<file path="config.mk">
export PLATFORM = sky130hd
export DESIGN_NAME = arithEncoder
export DESIGN_NICKNAME = d
export VERILOG_FILES = /design/src/logic/arithPkg.sv /design/src/logic/freqModel.sv /design/src/logic/seqDivider.sv /design/src/logic/intervalCoder.sv /design/src/logic/wordPacker.sv /design/src/logic/arithEncoder.sv
export VERILOG_INCLUDE_DIRS = /design/src /design/src/logic
export SDC_FILE = /design/constraint.sdc
export NUM_CORES = 2
export LEC_CHECK = 0
export BUFFER_PORTS_ARGS = -buffer_cell sky130_fd_sc_hd__buf_2
export CAP_MARGIN = 20
export CORE_AREA = 2 2 346 348
export DETAILED_ROUTE_END_ITERATION = 16
export DIE_AREA = 0 0 348 350
export HOLD_SLACK_MARGIN = 0.15
export PLACE_DENSITY_LB_ADDON = 0.15
export RECOVER_POWER = 50
export SYNTH_ARGS = -nofsm -noshare
export SYNTH_HDL_FRONTEND = slang
export SYNTH_SLANG_ARGS = --single-unit
</file>
<file path="constraint.sdc">
create_clock -name clk -period 20.3 [get_ports clk]
set_input_delay 2.03 -clock clk [delete_from_list [all_inputs] [get_ports clk]]
set_output_delay 2.03 -clock clk [all_outputs]
set_load 0.005 [all_outputs]
</file>
<file path="src/logic/arith_defs.svh">
// arithmetic coder constants
`ifndef ARITH_DEFS_SVH
`define ARITH_DEFS_SVH

// interval register width and bounds
`define PRECISION       32
`define WHOLE           32'h8000_0000
`define HALF            32'h4000_0000
`define QUARTER         32'h2000_0000
`define THREE_QUARTERS  32'h6000_0000

// alphabet, data symbols 0..15 plus EOF
`define NUM_SYMBOLS     17
`define EOF_SYMBOL      16
`define SYM_W           5

`define FREQ_W          16    // cumulative count width
`define PROD_W          48    // w times a count
`define WORD_W          32    // packed output word
`define OUT_CREDIT_MAX  4     // credits the packer can bank

`endif

</file>
<file path="src/logic/arithPkg.sv">
// arithmetic coder types
`include "arith_defs.svh"

package arithPkg;

    // interval coder FSM
    typedef enum logic [2:0] {
        WaitSymbol,
        Multiply,
        DivHigh,
        DivLow,
        Rescale,
        EmitPending,
        Terminate,
        Flush
    } coderState;

    typedef logic [`SYM_W-1:0]     symbolT;
    typedef logic [`FREQ_W-1:0]    freqT;     // cumulative count
    typedef logic [`PRECISION-1:0] intervalT; // a, b and w
    typedef logic [`PROD_W-1:0]    productT;  // w * count

endpackage

</file>
<file path="src/logic/freqModel.sv">
// adaptive frequency model
`timescale 1ns/1ps
`include "arith_defs.svh"

module freqModel (
    input  logic            clk,
    input  logic            rstn,
    input  logic            modelClear,
    input  logic            modelUpdate,
    input  arithPkg::symbolT symbol,
    output arithPkg::freqT  lowCount,
    output arithPkg::freqT  highCount,
    output arithPkg::freqT  totalCount
);

    // cum[i] is the sum of the counts of all symbols below i
    arithPkg::freqT cum [0:`NUM_SYMBOLS];

    arithPkg::symbolT nextSymbol;

    assign nextSymbol = symbol + 5'd1;

    always_ff @(posedge clk) begin
        if (!rstn || modelClear) begin
            for (int i = 0; i <= `NUM_SYMBOLS; i++) begin
                cum[i] <= arithPkg::freqT'(i); // every count back to 1
            end
        end else if (modelUpdate) begin
            // bumping all entries above the symbol grows its own count by one
            for (int i = 0; i <= `NUM_SYMBOLS; i++) begin
                if (i > symbol) begin
                    cum[i] <= cum[i] + 1'b1;
                end
            end
        end
    end

    assign lowCount   = cum[symbol];
    assign highCount  = cum[nextSymbol];
    assign totalCount = cum[`NUM_SYMBOLS];

endmodule

</file>
<file path="src/logic/seqDivider.sv">
// restoring sequential divider
`timescale 1ns/1ps
`include "arith_defs.svh"

module seqDivider (
    input  logic              clk,
    input  logic              rstn,
    input  logic              divStart,
    input  arithPkg::productT dividend,
    input  arithPkg::freqT    divisor,
    output logic              divDone,
    output arithPkg::intervalT quotient
);

    arithPkg::productT quo;    // dividend shifts out, quotient shifts in
    arithPkg::freqT    rem;
    arithPkg::freqT    divReg;
    logic [5:0]        count;  // iterations left
    logic              busy;

    logic [`FREQ_W:0]  trial;

    assign trial = {rem, quo[`PROD_W-1]};

    always_ff @(posedge clk) begin
        if (!rstn) begin
            busy    <= 1'b0;
            divDone <= 1'b0;
            count   <= '0;
        end else begin
            divDone <= 1'b0;
            if (divStart) begin
                quo    <= dividend;
                rem    <= '0;
                divReg <= divisor;
                count  <= 6'(`PROD_W);
                busy   <= 1'b1;
            end else if (busy) begin
                if (trial >= {1'b0, divReg}) begin
                    rem <= arithPkg::freqT'(trial - {1'b0, divReg});
                    quo <= {quo[`PROD_W-2:0], 1'b1};
                end else begin
                    rem <= trial[`FREQ_W-1:0];
                    quo <= {quo[`PROD_W-2:0], 1'b0};
                end
                count <= count - 1'b1;
                if (count == 6'd1) begin // last quotient bit lands this cycle
                    busy    <= 1'b0;
                    divDone <= 1'b1;
                end
            end
        end
    end

    // quotient never exceeds w, so the low bits hold all of it
    assign quotient = quo[`PRECISION-1:0];

endmodule

</file>
<file path="src/logic/intervalCoder.sv">
// interval coder FSM
`timescale 1ns/1ps
`include "arith_defs.svh"

module intervalCoder (
    input  logic               clk,
    input  logic               rstn,
    input  logic               symValid,
    input  arithPkg::symbolT   symbol,
    output logic               symCredit,
    output logic               idle,
    output logic               modelClear,
    output logic               modelUpdate,
    output arithPkg::symbolT   modelSymbol,
    input  arithPkg::freqT     lowCount,
    input  arithPkg::freqT     highCount,
    input  arithPkg::freqT     totalCount,
    output logic               divStart,
    output arithPkg::productT  dividend,
    output arithPkg::freqT     divisor,
    input  logic               divDone,
    input  arithPkg::intervalT quotient,
    output logic               bitValid,
    output logic               bitValue,
    output logic               bitLast,
    input  logic               bitReady
);

    arithPkg::coderState state;

    arithPkg::intervalT a;
    arithPkg::intervalT b;
    arithPkg::intervalT width;
    arithPkg::productT  lowProd;   // waits for the second division
    arithPkg::symbolT   curSymbol;

    logic [15:0] pending;          // middle-case bits owed
    logic        pendValue;        // value of the owed bits
    logic        granted;          // one symbol credit outstanding
    logic        inMessage;
    logic        closing;          // termination bits under way
    logic        acceptSym;

    assign width       = b - a;
    assign modelSymbol = curSymbol;
    assign acceptSym   = (state == arithPkg::WaitSymbol) && granted && symValid;
    assign modelClear  = acceptSym && !inMessage; // fresh model for a new message
    assign idle        = (state == arithPkg::WaitSymbol) && !inMessage;

    always_ff @(posedge clk) begin
        if (!rstn) begin
            state       <= arithPkg::WaitSymbol;
            granted     <= 1'b0;
            inMessage   <= 1'b0;
            closing     <= 1'b0;
            symCredit   <= 1'b0;
            divStart    <= 1'b0;
            modelUpdate <= 1'b0;
            bitValid    <= 1'b0;
            bitLast     <= 1'b0;
            pending     <= '0;
        end else begin
            symCredit   <= 1'b0;
            divStart    <= 1'b0;
            modelUpdate <= 1'b0;

            unique case (state)
                arithPkg::WaitSymbol: begin
                    if (!granted) begin
                        symCredit <= 1'b1;
                        granted   <= 1'b1;
                    end else if (symValid) begin
                        granted   <= 1'b0;
                        curSymbol <= symbol;
                        if (!inMessage) begin // start from the whole interval
                            a         <= '0;
                            b         <= `WHOLE;
                            pending   <= '0;
                            inMessage <= 1'b1;
                        end
                        state <= arithPkg::Multiply;
                    end
                end

                arithPkg::Multiply: begin
                    dividend <= arithPkg::productT'(width) * arithPkg::productT'(highCount);
                    lowProd  <= arithPkg::productT'(width) * arithPkg::productT'(lowCount);
                    divisor  <= totalCount;
                    divStart <= 1'b1;
                    state    <= arithPkg::DivHigh;
                end

                arithPkg::DivHigh: begin
                    if (divDone) begin
                        b        <= a + quotient;
                        dividend <= lowProd;
                        divStart <= 1'b1;
                        state    <= arithPkg::DivLow;
                    end
                end

                arithPkg::DivLow: begin
                    if (divDone) begin
                        a           <= a + quotient;
                        modelUpdate <= (curSymbol != `EOF_SYMBOL); // EOF leaves the model alone
                        state       <= arithPkg::Rescale;
                    end
                end

                arithPkg::Rescale: begin
                    if (b < `HALF) begin
                        // lower half, emit 0 then owed ones
                        a         <= a << 1;
                        b         <= b << 1;
                        bitValue  <= 1'b0;
                        pendValue <= 1'b1;
                        bitValid  <= 1'b1;
                        state     <= arithPkg::EmitPending;
                    end else if (a > `HALF) begin
                        // upper half, emit 1 then owed zeros
                        a         <= (a - `HALF) << 1;
                        b         <= (b - `HALF) << 1;
                        bitValue  <= 1'b1;
                        pendValue <= 1'b0;
                        bitValid  <= 1'b1;
                        state     <= arithPkg::EmitPending;
                    end else if ((a > `QUARTER) && (b < `THREE_QUARTERS)) begin
                        a       <= (a - `QUARTER) << 1;
                        b       <= (b - `QUARTER) << 1;
                        pending <= pending + 1'b1;
                    end else if (curSymbol == `EOF_SYMBOL) begin
                        state <= arithPkg::Terminate;
                    end else begin
                        state <= arithPkg::WaitSymbol; // next credit goes out from there
                    end
                end

                arithPkg::Terminate: begin
                    // one more owed bit picks the quarter inside [a, b)
                    closing   <= 1'b1;
                    pending   <= pending + 1'b1;
                    bitValue  <= (a > `QUARTER);
                    pendValue <= !(a > `QUARTER);
                    bitValid  <= 1'b1;
                    state     <= arithPkg::EmitPending;
                end

                arithPkg::EmitPending: begin
                    if (bitReady) begin // bit held until the packer takes it
                        if (pending != '0) begin
                            bitValue <= pendValue;
                            pending  <= pending - 1'b1;
                            bitLast  <= closing && (pending == 16'd1);
                        end else begin
                            bitValid <= 1'b0;
                            bitLast  <= 1'b0;
                            state    <= closing ? arithPkg::Flush : arithPkg::Rescale;
                        end
                    end
                end

                arithPkg::Flush: begin
                    closing   <= 1'b0;
                    inMessage <= 1'b0;
                    state     <= arithPkg::WaitSymbol;
                end

                default: begin
                    state <= arithPkg::WaitSymbol;
                end
            endcase
        end
    end

endmodule

</file>
<file path="src/logic/wordPacker.sv">
// bit to word packer
`timescale 1ns/1ps
`include "arith_defs.svh"

module wordPacker (
    input  logic               clk,
    input  logic               rstn,
    input  logic               bitValid,
    input  logic               bitValue,
    input  logic               bitLast,
    output logic               bitReady,
    input  logic               outCredit,
    output logic               wordValid,
    output logic [`WORD_W-1:0] word,
    output logic [2:0]         validBytes
);

    logic [`WORD_W-1:0] wordReg;
    logic [5:0]         bitCount;  // bits in the current word
    logic               full;      // word complete, waiting for a credit
    logic [2:0]         credits;
    logic               sendNow;

    assign bitReady = !full;
    assign sendNow  = full && (credits != 3'd0);

    always_ff @(posedge clk) begin
        if (!rstn) begin
            wordReg   <= '0;
            bitCount  <= '0;
            full      <= 1'b0;
            credits   <= '0;
            wordValid <= 1'b0;
        end else begin
            wordValid <= 1'b0;

            if (bitValid && bitReady) begin
                wordReg[bitCount[4:0]] <= bitValue; // first bit lands in bit 0
                bitCount <= bitCount + 1'b1;
                if (bitLast || (bitCount == 6'd31)) begin
                    full <= 1'b1;
                end
            end

            if (sendNow) begin
                wordValid  <= 1'b1;
                word       <= wordReg;
                validBytes <= 3'((bitCount + 6'd7) >> 3); // bytes rounded up
                wordReg    <= '0; // unused bits stay zero
                bitCount   <= '0;
                full       <= 1'b0;
            end

            // sink credits in, one out per word sent
            if (outCredit && !sendNow) begin
                if (credits < 3'(`OUT_CREDIT_MAX)) begin
                    credits <= credits + 1'b1;
                end
            end else if (!outCredit && sendNow) begin
                credits <= credits - 1'b1;
            end
        end
    end

endmodule

</file>
<file path="src/logic/arithEncoder.sv">
// arithmetic encoder top
`timescale 1ns/1ps
`include "arith_defs.svh"

module arithEncoder (
    input  logic               clk,
    input  logic               rstn,
    input  logic               symValid,
    input  arithPkg::symbolT   symbol,
    output logic               symCredit,
    output logic               idle,
    input  logic               outCredit,
    output logic               wordValid,
    output logic [`WORD_W-1:0] word,
    output logic [2:0]         validBytes
);

    logic               modelClear;
    logic               modelUpdate;
    arithPkg::symbolT   modelSymbol;
    arithPkg::freqT     lowCount;
    arithPkg::freqT     highCount;
    arithPkg::freqT     totalCount;
    logic               divStart;
    arithPkg::productT  dividend;
    arithPkg::freqT     divisor;
    logic               divDone;
    arithPkg::intervalT quotient;
    logic               bitValid;
    logic               bitValue;
    logic               bitLast;
    logic               bitReady;

    freqModel model_i (
        .clk        (clk),
        .rstn       (rstn),
        .modelClear (modelClear),
        .modelUpdate(modelUpdate),
        .symbol     (modelSymbol),
        .lowCount   (lowCount),
        .highCount  (highCount),
        .totalCount (totalCount)
    );

    seqDivider divider_i (
        .clk     (clk),
        .rstn    (rstn),
        .divStart(divStart),
        .dividend(dividend),
        .divisor (divisor),
        .divDone (divDone),
        .quotient(quotient)
    );

    intervalCoder coder_i (
        .clk        (clk),
        .rstn       (rstn),
        .symValid   (symValid),
        .symbol     (symbol),
        .symCredit  (symCredit),
        .idle       (idle),
        .modelClear (modelClear),
        .modelUpdate(modelUpdate),
        .modelSymbol(modelSymbol),
        .lowCount   (lowCount),
        .highCount  (highCount),
        .totalCount (totalCount),
        .divStart   (divStart),
        .dividend   (dividend),
        .divisor    (divisor),
        .divDone    (divDone),
        .quotient   (quotient),
        .bitValid   (bitValid),
        .bitValue   (bitValue),
        .bitLast    (bitLast),
        .bitReady   (bitReady)
    );

    wordPacker packer_i (
        .clk       (clk),
        .rstn      (rstn),
        .bitValid  (bitValid),
        .bitValue  (bitValue),
        .bitLast   (bitLast),
        .bitReady  (bitReady),
        .outCredit (outCredit),
        .wordValid (wordValid),
        .word      (word),
        .validBytes(validBytes)
    );

endmodule

</file>
Word-level counts from Yosys, hierarchy flattened --
Memories as Yosys holds them, arrays and structs flattened. A register that Yosys moved wholly into a read port is not among the register bits. Cells that the tools add are included.
Word-level totals: RAM bits 288, output and inout bits 38, flip-flop bits (word level) 376, memories 1
Cells by class: reduce and logical (&&, ||, !) cells 54, add/subtract/negate cells 32, multiplexer cells 166, eq/ne operators 27, multiply operators 2, order comparisons 25, bitwise gates (word level) 20
Memory list:
- model_i.cum | words 18, bits a word 16, read ports 19, clocked after memory_dff 1, write ports 18, RTL line freqModel.sv:17 | arithPkg::freqT cum [0:`NUM_SYMBOLS];
Operators by type and width (number):
- 16-bit 2-to-1 mux | 27
- 32-bit 2-to-1 mux | 13
- 16-bit by 1-bit adder with 16-bit output, second input constant | 18
- 32-bit case mux with 3 select lines | 2
- 48-bit 2-to-1 mux | 3
- 32-bit by 16-bit multiplier with 48-bit output | 2
- 48-bit case mux with 2 select lines | 1
- 1-bit 2-to-1 mux | 93
- 32-bit by 31-bit < comparator with 1-bit output, second input constant | 2
- 16-bit case mux with 4 select lines | 1
- 31-bit by 30-bit subtractor with 31-bit output, second input constant | 2
- 31-bit subtractor, second input constant | 2
- 4-bit by 5-bit > comparator with 1-bit output, first input constant | 8
- 3-bit 2-to-1 mux | 13
- 32-bit adder | 1
- 32-bit bitwise mux | 1
- 32-bit by 30-bit > comparator with 1-bit output, second input constant | 1
- 32-bit by 31-bit > comparator with 1-bit output, second input constant | 1
- 32-bit subtractor | 1
- 3-bit case mux with 8 select lines | 1
- 7-bit AND reduction | 3
- 3-bit by 5-bit > comparator with 1-bit output, first input constant | 4
- 2-bit != test, second input constant | 9
- 17-bit by 16-bit greater-or-equal comparator with 1-bit output | 1
- other kinds (49) | 116

Longest topological paths before layout --
depth after elaboration 8, depth in mapped cells 42, depth with buffers taken out 35

Cells and area by module --
A second synthesis with hierarchy kept.
Unflattened totals: cell total of the unflattened synthesis 7311, area total of the unflattened synthesis 70820.4 um2
Modules (own cells, without submodules):
- intervalCoder | area an instance 44186.1 um2, times used 1, cells each 4933, sequential area each 6035.8 um2
- freqModel | area an instance 18492.7 um2, times used 1, cells each 1676, sequential area each 8167.8 um2
- seqDivider | area an instance 4908.5 um2, times used 1, cells each 409, sequential area each 2562.5 um2
- wordPacker | area an instance 3233.1 um2, times used 1, cells each 293, sequential area each 1911.8 um2

Worst setup path after synthesis --
No wires, ideal clock.
kind reg2reg, from reg coder_i.curSymbol[0], in the netlist coder_i.modelSymbol[0], to reg coder_i.dividend[47], data pin, path buffers 10, cell stages (with the launch flop) 38, clock period less this slack 9.915 ns, data arrival time 9.644 ns, data required time 20.029 ns, setup time 0.271 ns, path slack 10.385 ns, cell sequence edfxtp_1 > buf_4 > buf_6 > buf_6 > buf_4 > buf_4 > buf_4 > inv_1 > ha_1 > buf_2 > buf_2 > clkbuf_1 > mux4_2 > mux4_2 > a21oi_2 > clkbuf_1 > nor2_1 > fa_1 > [2 not listed] > fa_1 > fa_1 > inv_1 > fa_1 > inv_1 > fa_1 > inv_1 > ha_1 > a211oi_1 > nor2_1 > o32ai_1 > o31ai_1 > a21oi_1 > o21ai_1 > a211oi_1 > o31ai_1 > xnor2_1 > a21oi_1
On the way: cells in the longest elaborated chain, start to end 4
RTL lines:
- start, declared | RTL line intervalCoder.sv:35 | arithPkg::symbolT curSymbol;
- start signal, assigned | RTL line intervalCoder.sv:74 | curSymbol <= symbol;
- 5-bit by 1-bit adder with 5-bit output | RTL line freqModel.sv:21 | assign nextSymbol = symbol + 5'd1;
- memory 18 x 16 bit
- 32-bit by 16-bit multiplier with 48-bit output | RTL line intervalCoder.sv:86 | dividend <= arithPkg::productT'(width) * arithPkg::productT'(highCount);
- 48-bit case mux with 2 select lines | RTL line intervalCoder.sv:67 | unique case (state)
- end signal, assigned | RTL line intervalCoder.sv:86
- end signal, assigned | RTL line intervalCoder.sv:96 | dividend <= lowProd;
- end, declared | RTL line intervalCoder.sv:19 | output arithPkg::productT dividend,
Every way passes these cells. A chain may end at the register's enable or synchronous reset.

==> results.txt <==
- Clk Latency, worst-skew pair: 0.69 ns
* CP dominant cell by count: sky130_fd_sc_hd__fa_1
* FF+latch area: 18800 µm²
* Share of synthesized flip-flops with an asynchronous set or reset: 0%
- At the end of routability-driven placement, the weighted congestion stood at 0.993.
- Final routed DRC violation total: 0
- Drt pass-1 iters: 6
- The initial antenna violation count was 13.
* Final hold violations: 0
* Setup fix buffers added after clock tree synthesis: 0
* IO Port Bufs: 46
- Data on the critical path arrives at its endpoint at 11.91 ns.
- Maximum root-to-sink buffer count: 3
- Sequential cells were found to cover 26.7% of the synthesized design area.
* Clock tree from TritonCTS: built
- The total overflow left after global routing is 0.
- The synthesized design contains 653 register bits.
* Status: finished with violations
- Slew at the pin closest to its max-slew limit: 3.23 ns
* Upper clock frequency limit: 86.9 MHz
- From synthesis to final layout, the design area changed by 6.17%.
- Max-Slew Margin vs Limit: -115%
* Max-cap violations: 12
* Top-level I/O count: 47
- The first routing iteration left 5968 violations.
- The die covers 122000 µm².
* Critical path's slowest cell: sky130_fd_sc_hd__dfxtp_1
- The tree is rooted in a sky130_fd_sc_hd__clkbuf_16.
* Routed wirelength normalized by instance count: 23.3 µm
* Via count of the first global-routing pass: 54900
- On the worst path, the slowest cell contributes a delay of 1.88 ns.
- Setup violations remaining at the end of the flow were counted as 0.
- Leaving out fill and tap cells, the most frequent cell in the layout is sky130_fd_sc_hd__inv_1.
- The number of pins with negative max-slew slack in the final report came to 433.
- Post-route cell area: 74700 µm²
- For the worst setup path, the data required time is 20.71 ns.
* Critical path peak fanout: 42
* Initial core utilization: 59.7%
- The initialized floorplan defines 126 standard-cell rows.
* WL final: 204000 µm
- In the routed layout, each cell is associated on average with a via count of 6.21.
- The top cell types in the final layout, fill and taps aside, are sky130_fd_sc_hd__inv_1, sky130_fd_sc_hd__nand2_1, sky130_fd_sc_hd__fa_1.
- Post-synth top flop: sky130_fd_sc_hd__edfxtp_1
- Type of the worst min-delay path: reg2reg
* Worst setup SP type: register
- The count of nets left with antenna violations once routing finished came out at 0.
- During synthesis, Yosys emitted a total of 0 warnings.
- The final route contains 54400 vias.
- Synth Instances: 7315
- Buffers inserted during clock tree synthesis total 76.
- After layout, the worst path uses 56.7% of the clock period.
* # hold bufs at CTS: 0
- Die width: 348 µm
- Setup total negative slack on the finished layout was measured at 0 ns.
* Cells resized by post-CTS repair: 0
* Post-synthesis cell area: 70300 µm²
- The H-tree was split into 3 levels.
* Post-synthesis net count: 8514
- Total track usage: 34.2%
- The multi-input combinational cells in the finished layout cover a total of 46700 µm².
- Clock-pin slew was measured on the worst setup and hold paths at 0.06 ns.
- Setup repair after global routing left no endpoint under its margin.
- In the final layout, the share of cells above drive strength 1 is 7.73%.
- Summing all placed instances gives a cell area of 72200 µm².
- Entering global routing, the biggest net connects 66 pins.
* Failing checks: max-capacitance violations, max-slew violations
* First-pass GRT wire length: 319000 µm
* Sink count of the clock tree: 653
- Crit path capture type: register
* Mapped Avg Cell Area: 9.62 µm²
- Subtracting the final worst setup slack from the clock period gives 11.50 ns.
- Area of the core: 118000 µm²
* Post-synth EDFFs: 570
- Number of nets in the final layout: 8375
- Worst Clk Skew: 0.0364 ns
- Crit Path Category: reg2reg
- Post-DP HPWL: 154000 µm
* Layout fillers: 9693
* Count of different cell masters after synthesis: 95
* Die Height: 350 µm
## layout make-up
type,count,share of cell area [%]
tap,1536,2.57
clock inverter,46,0.769
timing repair buffer,162,1.43
antenna,1,0.00335
sequential,653,25.1
multi-input combinational,5303,62.5
clock buffer,92,2.64
inverter,980,4.93
## registers in the layout, summed over array words and instances, names as in the netlist, 5 cells and up, named ones only
name	flops
coder_i.lowProd	48
coder_i.dividend	48
coder_i.modelSymbol	5
model_i.cum	272
divider_i.count	6
packer_i.wordReg	32
divider_i.divReg	16
divider_i.rem	16
coder_i.a	32
coder_i.b	32
packer_i.bitCount	6
divider_i.quo	48
packer_i.word	32
coder_i.pending	16
coder_i.divisor	16
## routing by layer
layer | vias to the layer above | track usage [%] | routed length (µm)
li1 | 23800 | - | -
met1 | 27100 | 48.5 | 82300
met3 | 469 | 9.31 | 26500
met2 | 3006 | 51.0 | 88200
met5 | - | 0 | 108
met4 | 16 | 11.4 | 7280
## synth_stat cells (all sizes together), types with 9 or more instances
cell / number / area [µm²]
nor2b: 56 / 350
a311oi: 18 / 158
nand3: 185 / 931
buf: 123 / 656
mux2: 65 / 732
nand4: 72 / 450
mux4: 128 / 2880
or2: 30 / 188
or3: 68 / 425
a21boi: 11 / 82.6
nor3: 82 / 415
mux2i: 72 / 721
nand2b: 93 / 582
a22o: 50 / 438
edfxtp: 570 / 17100
and3: 58 / 363
a21oi: 292 / 1500
o21a: 28 / 210
a31oi: 37 / 259
o22ai: 14 / 87.6
a21o: 86 / 646
xnor2: 213 / 1910
ha: 350 / 4380
fa: 840 / 16800
inv: 977 / 3670
nor2: 806 / 3030
o21ai: 258 / 1350
o211ai: 17 / 133
xor2: 179 / 1600
and2: 83 / 519
and4: 9 / 78.8
a211oi: 36 / 285
clkbuf: 256 / 961
nor4: 11 / 75.1
o21bai: 25 / 188
dfxtp: 83 / 1660
o31a: 16 / 141
o31ai: 19 / 158
nand2: 913 / 3430
## worst paths after layout
kind,start,end,slack (ns),depth (start not counted)
setup / recovery,register,coder_i.lowProd[45]$_DFFE_PP_,8.80,26
hold / removal,coder_i.divisor[2]$_DFFE_PP_,divider_i.divReg[2]$_DFFE_PP_,0.42,0
hold reg to reg,coder_i.divisor[2]$_DFFE_PP_,divider_i.divReg[2]$_DFFE_PP_,0.42,0
setup reg to reg,register,coder_i.lowProd[45]$_DFFE_PP_,8.80,26
## worst max-delay path: cells and delay by family (launching register included)
kind                     cells  cell delay, ns
flip-flops                   1            1.88
multiplexers                 2            1.22
buffers and inverters        5            1.04
adder cells (fa/ha/maj)      7            3.21
XOR/XNOR                     1            0.10
AND/OR/NAND/NOR              6            1.27
AO/OA/AOI/OAI                5            2.45
## logic make-up (layout without fill, tap and decap cells)
family / Yosys count / count (layout) / share of synthesized area, %
xor+xnor: 392 / 392 / 4.99
mux: 265 / 265 / 6.16
simple gates: 2491 / 2491 / 15.7
fa+ha+maj: 1190 / 1190 / 30.1
other cells: 0 / 1 / 0
flops: 653 / 653 / 26.7
compound gates: 965 / 965 / 8.82
buf+inv: 1359 / 1280 / 7.53
## metrics by stage
stage | hold WS [ns] | instances | setup WS (ns) | utilization, %
after detailed placement | 0.405 | 8631 | 9.66 | 61.3
after CTS | 0.420 | 8769 | 9.62 | 63.5
after global routing | 0.428 | 8772 | 8.29 | 63.4
after floorplan | 0.400 | 7315 | 10.38 | -
after global placement | 0.403 | 8630 | 9.81 | 61.3
final | 0.418 | 8773 | 8.80 | 63.4
Power is not shown: default switching activity piles up to over one toggle a cycle in this logic, so the estimate is an artifact.
